[config.mk]
export PLATFORM = sky130hd
export DESIGN_NAME = cpu_on_board
export DESIGN_NICKNAME = d
export VERILOG_FILES = /design/src/hdl/ps2_pkg.sv /design/src/hdl/console_pkg.sv /design/src/hdl/ps2_rx.sv /design/src/hdl/scan_decoder.sv /design/src/hdl/char_fifo.sv /design/src/hdl/console_pacer.sv /design/src/hdl/led_status.sv /design/src/hdl/cpu_on_board.sv
export VERILOG_INCLUDE_DIRS = /design/src /design/src/hdl
export SDC_FILE = /design/constraint.sdc
export NUM_CORES = 1
export LEC_CHECK = 0
export BUFFER_PORTS_ARGS = -buffer_cell sky130_fd_sc_hd__clkbuf_2
export CAP_MARGIN = 10
export CORE_MARGIN = 2
export CORE_UTILIZATION = 50
export DETAILED_ROUTE_END_ITERATION = 8
export PLACE_DENSITY_LB_ADDON = 0.2
export SYNTH_ARGS = -nofsm -noshare
export SYNTH_HDL_FRONTEND = slang
export SYNTH_HIERARCHICAL = 1
export SYNTH_SLANG_ARGS = --single-unit
[constraint.sdc]
create_clock -name CLOCK_50 -period 3.71 [get_ports CLOCK_50]
set_clock_uncertainty 0.15 [all_clocks]
set_input_delay 0.371 -clock CLOCK_50 [delete_from_list [all_inputs] [get_ports CLOCK_50]]
set_output_delay 0.371 -clock CLOCK_50 [all_outputs]
set_load 0.03 [all_outputs]
[src/hdl/cpu_on_board_config.svh]
`ifndef CPU_ON_BOARD_CONFIG_SVH
`define CPU_ON_BOARD_CONFIG_SVH

// equal samples needed before the filtered ps/2 clock follows the pin
`define PS2_FILTER_LEN 8

// clock-high cycles before a partial frame is abandoned
`define PS2_IDLE_CYCLES 2000

// character queue entries
`define FIFO_DEPTH 8

// minimum spacing of console writes, in cycles
`define CONSOLE_GAP 64

// cycles per heartbeat led toggle
// a board build would raise this to get a visible blink
`define HEARTBEAT_CYCLES 1024

`endif

[src/hdl/ps2_pkg.sv]
package ps2_pkg;

    // receiver fsm
    // error waits for a quiet bus before going back to idle
    typedef enum logic [2:0] {
        RX_IDLE,
        RX_DATA,
        RX_PARITY,
        RX_STOP,
        RX_ERROR
    } rx_state_t;

    // one set-2 scan code byte
    typedef logic [7:0] scan_t;

    // key release marker, precedes the released code
    localparam scan_t BREAK_PREFIX = 8'hF0;

    // extended key marker
    localparam scan_t EXT_PREFIX = 8'hE0;

    // shift keys, tracked for upper case
    localparam scan_t LSHIFT = 8'h12;
    localparam scan_t RSHIFT = 8'h59;

endpackage

[src/hdl/console_pkg.sv]
package console_pkg;

    // ascii character as sent to the console
    typedef logic [7:0] char_t;

    // key press counter on the green leds
    typedef logic [7:0] count_t;

    // no character, also the unmapped marker in the decoder
    localparam char_t CHAR_NUL = 8'h00;

    localparam char_t CHAR_SPACE = 8'h20;

    // enter sends carriage return
    localparam char_t CHAR_CR = 8'h0D;

    // distance from lower to upper case letters
    localparam char_t CHAR_UPPER_OFFSET = 8'h20;

endpackage

[src/hdl/ps2_rx.sv]
`include "cpu_on_board_config.svh"

module ps2_rx (
    input  logic            CLOCK_50,
    input  logic            rst,
    input  logic            ps2_clk,
    input  logic            ps2_dat,
    output logic            code_valid,
    output ps2_pkg::scan_t  code,
    output logic            frame_error
);

    localparam int FILT_W = $clog2(`PS2_FILTER_LEN);
    localparam int IDLE_W = $clog2(`PS2_IDLE_CYCLES + 1);

    logic [1:0]          clk_sync;
    logic [1:0]          dat_sync;
    logic                filt_clk;
    logic                filt_prev;
    logic [FILT_W-1:0]   filt_cnt;
    logic [IDLE_W-1:0]   idle_cnt;
    logic                fall;
    logic                idle_done;
    logic [2:0]          bit_cnt;
    ps2_pkg::scan_t      shift_reg;
    ps2_pkg::rx_state_t  state;

    // two-flop synchronizers, both lines idle high
    always_ff @(posedge CLOCK_50) begin
        if (rst) begin
            clk_sync <= 2'b11;
            dat_sync <= 2'b11;
        end else begin
            clk_sync <= {clk_sync[0], ps2_clk};
            dat_sync <= {dat_sync[0], ps2_dat};
        end
    end

    // glitch filter on the keyboard clock
    // level only changes after a full run of differing samples
    always_ff @(posedge CLOCK_50) begin
        if (rst) begin
            filt_clk  <= 1'b1;
            filt_prev <= 1'b1;
            filt_cnt  <= '0;
        end else begin
            filt_prev <= filt_clk;
            if (clk_sync[1] == filt_clk) begin
                filt_cnt <= '0;
            end else if (filt_cnt == FILT_W'(`PS2_FILTER_LEN - 1)) begin
                filt_clk <= clk_sync[1];
                filt_cnt <= '0;
            end else begin
                filt_cnt <= filt_cnt + 1'b1;
            end
        end
    end

    assign fall = filt_prev && !filt_clk;

    // clock-high time, saturates at the idle limit
    always_ff @(posedge CLOCK_50) begin
        if (rst) begin
            idle_cnt <= '0;
        end else if (!filt_clk) begin
            idle_cnt <= '0;
        end else if (idle_cnt != IDLE_W'(`PS2_IDLE_CYCLES)) begin
            idle_cnt <= idle_cnt + 1'b1;
        end
    end

    assign idle_done = (idle_cnt == IDLE_W'(`PS2_IDLE_CYCLES));

    // frame fsm, one step per filtered falling edge
    always_ff @(posedge CLOCK_50) begin
        if (rst) begin
            state       <= ps2_pkg::RX_IDLE;
            bit_cnt     <= '0;
            code_valid  <= 1'b0;
            frame_error <= 1'b0;
        end else begin
            code_valid  <= 1'b0;
            frame_error <= 1'b0;
            case (state)
                ps2_pkg::RX_IDLE: begin
                    // start bit must be zero
                    if (fall) begin
                        if (!dat_sync[1]) begin
                            state   <= ps2_pkg::RX_DATA;
                            bit_cnt <= '0;
                        end else begin
                            state       <= ps2_pkg::RX_ERROR;
                            frame_error <= 1'b1;
                        end
                    end
                end
                ps2_pkg::RX_DATA: begin
                    if (idle_done) begin
                        state <= ps2_pkg::RX_IDLE;
                    end else if (fall) begin
                        // lsb first, shift in from the top
                        shift_reg <= {dat_sync[1], shift_reg[7:1]};
                        bit_cnt   <= bit_cnt + 1'b1;
                        if (bit_cnt == 3'd7) begin
                            state <= ps2_pkg::RX_PARITY;
                        end
                    end
                end
                ps2_pkg::RX_PARITY: begin
                    if (idle_done) begin
                        state <= ps2_pkg::RX_IDLE;
                    end else if (fall) begin
                        // odd parity over data plus parity bit
                        if (^{shift_reg, dat_sync[1]}) begin
                            state <= ps2_pkg::RX_STOP;
                        end else begin
                            state       <= ps2_pkg::RX_ERROR;
                            frame_error <= 1'b1;
                        end
                    end
                end
                ps2_pkg::RX_STOP: begin
                    if (idle_done) begin
                        state <= ps2_pkg::RX_IDLE;
                    end else if (fall) begin
                        if (dat_sync[1]) begin
                            state      <= ps2_pkg::RX_IDLE;
                            code_valid <= 1'b1;
                        end else begin
                            state       <= ps2_pkg::RX_ERROR;
                            frame_error <= 1'b1;
                        end
                    end
                end
                default: begin
                    // wait out the rest of the bad frame
                    if (idle_done) begin
                        state <= ps2_pkg::RX_IDLE;
                    end
                end
            endcase
        end
    end

    // shift register holds still from parity until the next start bit
    assign code = shift_reg;

    a_no_overlap: assert property (@(posedge CLOCK_50) disable iff (rst)
        !(code_valid && frame_error));

    a_single_pulse: assert property (@(posedge CLOCK_50) disable iff (rst)
        (code_valid || frame_error) |=> !(code_valid || frame_error));

endmodule

[src/hdl/scan_decoder.sv]
module scan_decoder (
    input  logic                CLOCK_50,
    input  logic                rst,
    input  logic                code_valid,
    input  ps2_pkg::scan_t      code,
    output logic                key_pressed,
    output logic                key_released,
    output console_pkg::char_t  ascii
);

    logic                break_pending;
    logic                ext_pending;
    logic                shift_held;
    logic                is_shift;
    console_pkg::char_t  mapped;
    console_pkg::char_t  shifted;

    // set-2 make code to lower case ascii, nul when unmapped
    function automatic console_pkg::char_t map_code(input ps2_pkg::scan_t sc);
        console_pkg::char_t c;
        case (sc)
            8'h1C: c = "a";
            8'h32: c = "b";
            8'h21: c = "c";
            8'h23: c = "d";
            8'h24: c = "e";
            8'h2B: c = "f";
            8'h34: c = "g";
            8'h33: c = "h";
            8'h43: c = "i";
            8'h3B: c = "j";
            8'h42: c = "k";
            8'h4B: c = "l";
            8'h3A: c = "m";
            8'h31: c = "n";
            8'h44: c = "o";
            8'h4D: c = "p";
            8'h15: c = "q";
            8'h2D: c = "r";
            8'h1B: c = "s";
            8'h2C: c = "t";
            8'h3C: c = "u";
            8'h2A: c = "v";
            8'h1D: c = "w";
            8'h22: c = "x";
            8'h35: c = "y";
            8'h1A: c = "z";
            8'h45: c = "0";
            8'h16: c = "1";
            8'h1E: c = "2";
            8'h26: c = "3";
            8'h25: c = "4";
            8'h2E: c = "5";
            8'h36: c = "6";
            8'h3D: c = "7";
            8'h3E: c = "8";
            8'h46: c = "9";
            8'h29: c = console_pkg::CHAR_SPACE;
            8'h5A: c = console_pkg::CHAR_CR;
            default: c = console_pkg::CHAR_NUL;
        endcase
        return c;
    endfunction

    assign mapped   = map_code(code);
    assign is_shift = (code == ps2_pkg::LSHIFT) || (code == ps2_pkg::RSHIFT);

    // letters only get upper case, digits stay as they are
    always_comb begin
        shifted = mapped;
        if (shift_held && (mapped >= "a") && (mapped <= "z")) begin
            shifted = mapped - console_pkg::CHAR_UPPER_OFFSET;
        end
    end

    always_ff @(posedge CLOCK_50) begin
        if (rst) begin
            break_pending <= 1'b0;
            ext_pending   <= 1'b0;
            shift_held    <= 1'b0;
            key_pressed   <= 1'b0;
            key_released  <= 1'b0;
        end else begin
            key_pressed  <= 1'b0;
            key_released <= 1'b0;
            if (code_valid) begin
                if (code == ps2_pkg::EXT_PREFIX) begin
                    ext_pending <= 1'b1;
                end else if (code == ps2_pkg::BREAK_PREFIX) begin
                    break_pending <= 1'b1;
                end else begin
                    // any real code ends the prefix sequence
                    break_pending <= 1'b0;
                    ext_pending   <= 1'b0;
                    if (ext_pending) begin
                        // extended keys dropped, make and break alike
                    end else if (break_pending) begin
                        key_released <= 1'b1;
                        if (is_shift) begin
                            shift_held <= 1'b0;
                        end
                    end else if (is_shift) begin
                        shift_held <= 1'b1;
                    end else if (mapped != console_pkg::CHAR_NUL) begin
                        key_pressed <= 1'b1;
                        ascii       <= shifted;
                    end
                end
            end
        end
    end

endmodule

[src/hdl/char_fifo.sv]
`include "cpu_on_board_config.svh"

module char_fifo (
    input  logic                CLOCK_50,
    input  logic                rst,
    input  logic                push,
    input  console_pkg::char_t  push_data,
    input  logic                pop,
    output console_pkg::char_t  head,
    output logic                empty
);

    localparam int PTR_W = $clog2(`FIFO_DEPTH);
    localparam int CNT_W = $clog2(`FIFO_DEPTH + 1);

    console_pkg::char_t  mem [`FIFO_DEPTH];
    logic [PTR_W-1:0]    wr_ptr;
    logic [PTR_W-1:0]    rd_ptr;
    logic [CNT_W-1:0]    count;
    logic                full;
    logic                do_push;
    logic                do_pop;

    assign full    = (count == CNT_W'(`FIFO_DEPTH));
    assign empty   = (count == '0);
    // push while full is lost
    assign do_push = push && !full;
    assign do_pop  = pop && !empty;

    // storage, no reset
    always_ff @(posedge CLOCK_50) begin
        if (do_push) begin
            mem[wr_ptr] <= push_data;
        end
    end

    always_ff @(posedge CLOCK_50) begin
        if (rst) begin
            wr_ptr <= '0;
            rd_ptr <= '0;
            count  <= '0;
        end else begin
            if (do_push) begin
                wr_ptr <= (wr_ptr == PTR_W'(`FIFO_DEPTH - 1)) ? '0 : wr_ptr + 1'b1;
            end
            if (do_pop) begin
                rd_ptr <= (rd_ptr == PTR_W'(`FIFO_DEPTH - 1)) ? '0 : rd_ptr + 1'b1;
            end
            case ({do_push, do_pop})
                2'b10:   count <= count + 1'b1;
                2'b01:   count <= count - 1'b1;
                default: count <= count;
            endcase
        end
    end

    // oldest entry, valid whenever not empty
    assign head = mem[rd_ptr];

    a_no_pop_empty: assert property (@(posedge CLOCK_50) disable iff (rst)
        pop |-> !empty);

endmodule

[src/hdl/console_pacer.sv]
`include "cpu_on_board_config.svh"

module console_pacer (
    input  logic                CLOCK_50,
    input  logic                rst,
    input  logic                empty,
    input  console_pkg::char_t  head,
    output logic                pop,
    output logic                console_write,
    output console_pkg::char_t  console_data
);

    localparam int GAP_W = $clog2(`CONSOLE_GAP + 1);

    logic [GAP_W-1:0]  gap_cnt;
    logic              fire;

    // send when the spacing has run out and something is queued
    assign fire = (gap_cnt == '0) && !empty;

    always_ff @(posedge CLOCK_50) begin
        if (rst) begin
            gap_cnt       <= '0;
            pop           <= 1'b0;
            console_write <= 1'b0;
        end else begin
            // pop lands with the strobe, head is still the sent entry
            pop           <= fire;
            console_write <= fire;
            if (fire) begin
                gap_cnt <= GAP_W'(`CONSOLE_GAP);
            end else if (gap_cnt != '0) begin
                gap_cnt <= gap_cnt - 1'b1;
            end
        end
    end

    // character register, no reset
    always_ff @(posedge CLOCK_50) begin
        if (fire) begin
            console_data <= head;
        end
    end

    // single pulse, then quiet for the rest of the gap
    a_write_spacing: assert property (@(posedge CLOCK_50) disable iff (rst)
        console_write |=> !console_write [* (`CONSOLE_GAP - 1)]);

endmodule

[src/hdl/led_status.sv]
`include "cpu_on_board_config.svh"

module led_status (
    input  logic                 CLOCK_50,
    input  logic                 rst,
    input  logic                 key_pressed,
    input  console_pkg::char_t   ascii,
    output console_pkg::count_t  ledg,
    output console_pkg::char_t   ledr7_0,
    output logic                 ledr9
);

    localparam int HB_W = $clog2(`HEARTBEAT_CYCLES);

    logic [HB_W-1:0]  hb_cnt;

    // press count wraps at 256, last character stays lit
    always_ff @(posedge CLOCK_50) begin
        if (rst) begin
            ledg    <= '0;
            ledr7_0 <= '0;
        end else if (key_pressed) begin
            ledg    <= ledg + 1'b1;
            ledr7_0 <= ascii;
        end
    end

    // heartbeat prescaler
    always_ff @(posedge CLOCK_50) begin
        if (rst) begin
            hb_cnt <= '0;
            ledr9  <= 1'b0;
        end else if (hb_cnt == HB_W'(`HEARTBEAT_CYCLES - 1)) begin
            hb_cnt <= '0;
            ledr9  <= ~ledr9;
        end else begin
            hb_cnt <= hb_cnt + 1'b1;
        end
    end

endmodule

[src/hdl/cpu_on_board.sv]
module cpu_on_board (
    input  logic                 CLOCK_50,
    input  logic                 rst,
    input  logic                 ps2_clk,
    input  logic                 ps2_dat,
    output console_pkg::count_t  ledg,
    output logic                 ledr9,
    output console_pkg::char_t   ledr7_0,
    output logic                 console_write,
    output console_pkg::char_t   console_data
);

    logic                code_valid;
    ps2_pkg::scan_t      code;
    logic                frame_error;
    logic                key_pressed;
    logic                key_released;
    console_pkg::char_t  ascii;
    console_pkg::char_t  head;
    logic                empty;
    logic                pop;

    // keyboard frames to scan codes
    ps2_rx ps2_rx_i (
        .CLOCK_50    (CLOCK_50),
        .rst         (rst),
        .ps2_clk     (ps2_clk),
        .ps2_dat     (ps2_dat),
        .code_valid  (code_valid),
        .code        (code),
        .frame_error (frame_error)
    );

    // scan codes to ascii key events
    scan_decoder scan_decoder_i (
        .CLOCK_50     (CLOCK_50),
        .rst          (rst),
        .code_valid   (code_valid),
        .code         (code),
        .key_pressed  (key_pressed),
        .key_released (key_released),
        .ascii        (ascii)
    );

    // burst buffer ahead of the paced console
    char_fifo char_fifo_i (
        .CLOCK_50  (CLOCK_50),
        .rst       (rst),
        .push      (key_pressed),
        .push_data (ascii),
        .pop       (pop),
        .head      (head),
        .empty     (empty)
    );

    console_pacer console_pacer_i (
        .CLOCK_50      (CLOCK_50),
        .rst           (rst),
        .empty         (empty),
        .head          (head),
        .pop           (pop),
        .console_write (console_write),
        .console_data  (console_data)
    );

    led_status led_status_i (
        .CLOCK_50    (CLOCK_50),
        .rst         (rst),
        .key_pressed (key_pressed),
        .ascii       (ascii),
        .ledg        (ledg),
        .ledr7_0     (ledr7_0),
        .ledr9       (ledr9)
    );

endmodule

==> flow_summary.json <==
{
  "initial_utilization_pct": 51.2,
  "ant_nets": 0,
  "overflow": 0,
  "drc_errors": 0,
  "finalNonFillerCells": 893,
  "clock_tree.root_cell": "clkbuf_16",
  "cts_tree": "built",
  "finalHoldViolations": 0,
  "r2r_slack_ps": 600,
  "area_growth_pct": 11.8,
  "worst_pin_slew_ps": 998,
  "required_ps": 3810,
  "grt_usage_pct": 19.5,
  "slew_violations": 0,
  "h-tree-depth": 4,
  "crit_type": "flop to flop",
  "wire_per_inst_microns": 17.0,
  "coreArea_sq_um": 15200,
  "slew_headroom_pct": 33.4,
  "crit_chain": "inv_1 > ha_1 > mux2i_1 > a211oi_2 > a311oi_1 > a2bb2oi_1 > ha_1 > nand2_1 > nor2_1 > a31oi_1",
  "power_leakage_nw": 3.14,
  "fin_setup_tns_ps": 0,
  "dieArea_sq_um": 16600,
  "critPathSlowestCell": "edfxtp_1",
  "die_w_microns": 129,
  "crit_top_cell": "ha_1",
  "fmax_mhz": 322,
  "crit_path_max_incr_delay_ps": 520,
  "portBuffers": 29,
  "dpl.cell_count": 859,
  "vias": 5182,
  "row_count": 45,
  "fin_crit_ps": 3110,
  "cp-start-kind": "flop",
  "hp-class": "primary input to flop",
  "antenna_cells": 0,
  "layout_setup_ws_ps": 600,
  "clock_latency_ps": 420,
  "io_pins": 30,
  "syn_avg_cell_area_sq_um": 11.7,
  "cts_setup_buffers": 0,
  "grt_pass1_wl_mm": 25.1,
  "crit_arrival_ps": 3210,
  "p_per_area_nw_per_um2": 461,
  "post-place-ws_ps": 636,
  "nets": 721,
  "cts.reportedPaths.clkPinSlew_ps": 60,
  "path_max_fanout": 9,
  "place_area_sq_um": 8060,
  "stdcell_area_sq_um": 8700,
  "cap_violations": 0,
  "cts_max_path_buffers": 2,
  "utilization_pct": 57.2,
  "rsz0062_at_grt": "false",
  "drive_gt1_share_pct": 15.6,
  "grt_max_degree": 65,
  "viasPerCell": 5.80,
  "cts_buffers": 17,
  "finalWeightedCongestion": 0.892,
  "drtPass1Iterations": 4,
  "irDropWorstVdd_v": 0.000328,
  "cp-end-kind": "flop",
  "drt_iter0_drc": 288,
  "whs_ps": 232,
  "clock-sinks": 167,
  "yosys_warnings": 6,
  "antenna_found_initial": 0,
  "cp_top_family": "compound AO/OA/AOI/OAI gates",
  "grt_pass1_vias": 4929,
  "path_buf_inv": 1,
  "status": "complete, no violations",
  "dp_hpwl_mm": 10.2,
  "die_h_microns": 129,
  "synthCells": 662,
  "wirelength_mm": 15.2,
  "fin_crit_sh_pct": 83.8,
  "syn_nets": 691,
  "syn_area_sq_um": 7780,
  "total_power_mw": 4.01,
  "setup-violations-final": 0
}
==> final timing paths <==
kind	start	cells after the start	end
max	ps2_rx_i/code[1]	10	scan_decoder_i/ascii[6]
max reg2reg	ps2_rx_i/code[1]	10	scan_decoder_i/ascii[6]
min reg2reg	ps2_rx_i/dat_sync[0]	1	ps2_rx_i/dat_sync[1]
min	rst	4	scan_decoder_i/key_pressed
==> placed cells by master, fill, tap and decap left out, types with 14 or more instances in the layout <==
cell type  instances
nand2_1           45
clkbuf_16         17
a21oi_1           35
dfxtp_1           79
nand3_1           16
o21ai_0           21
mux2_2            14
buf_4             15
xnor2_1           15
inv_1             18
edfxtp_1          88
nor3_1            16
mux2i_1           19
ha_1              25
mux4_1            14
clkbuf_2          29
or3_1             14
nor2_1            63
==> state kept, by name (all words and copies together), names as in the netlist, 2 cells and up, named ones only <==
register	flops
char_fifo_i/count	4
char_fifo_i/mem	64
char_fifo_i/rd_ptr	3
char_fifo_i/wr_ptr	3
console_pacer_i/console_data	8
console_pacer_i/gap_cnt	7
led_status_i/hb_cnt	10
led_status_i/ledg	8
led_status_i/ledr7_0	8
ps2_rx_i/bit_cnt	3
ps2_rx_i/clk_sync	2
ps2_rx_i/code	8
ps2_rx_i/dat_sync	2
ps2_rx_i/filt_cnt	3
ps2_rx_i/idle_cnt	11
ps2_rx_i/state	3
scan_decoder_i/ascii	8
==> what timing repair did <==
action	in CTS	in global routing
endpoints found under the hold margin	2	0
hold buffers	2	0
gates resized for setup	0	0
setup endpoints to repair	0	0
==> routing by layer <==
metal / wire length, microns / track usage (%) / part of all wire (%)
met5: 0 / 0 / 0
met4: 212 / 6.52 / 1.4
met3: 588 / 4.41 / 3.9
met2: 7500 / 33.2 / 49
met1: 6910 / 24.9 / 45
==> layout make-up <==
class | count | area, sq um
Inverter | 18 | 67.6
Timing Repair Buffer | 46 | 278
Sequential cell | 167 | 4220
Clock inverter | 14 | 174
Tap cell | 188 | 235
Multi-Input combinational cell | 442 | 3280
Clock buffer | 18 | 439
Fill cell | 1269 | 6510
==> worst reg2reg max path, cell delays in order (launching register included) <==
cell and delay [ps]:
edfxtp_1 520, inv_1 180, ha_1 330, mux2i_1 250, a211oi_2 140, a311oi_1 270, a2bb2oi_1 500, ha_1 320
nand2_1 70, nor2_1 40, a31oi_1 190
==> where the power goes <==
part	leakage [nW]	internal, mW	switching, mW
logic	1.40	0.100	0.106
registers	1.44	1.96	0.0352
clock network	0.301	1.08	0.722
No activity file was read; power rests on OpenSTA's default activity.
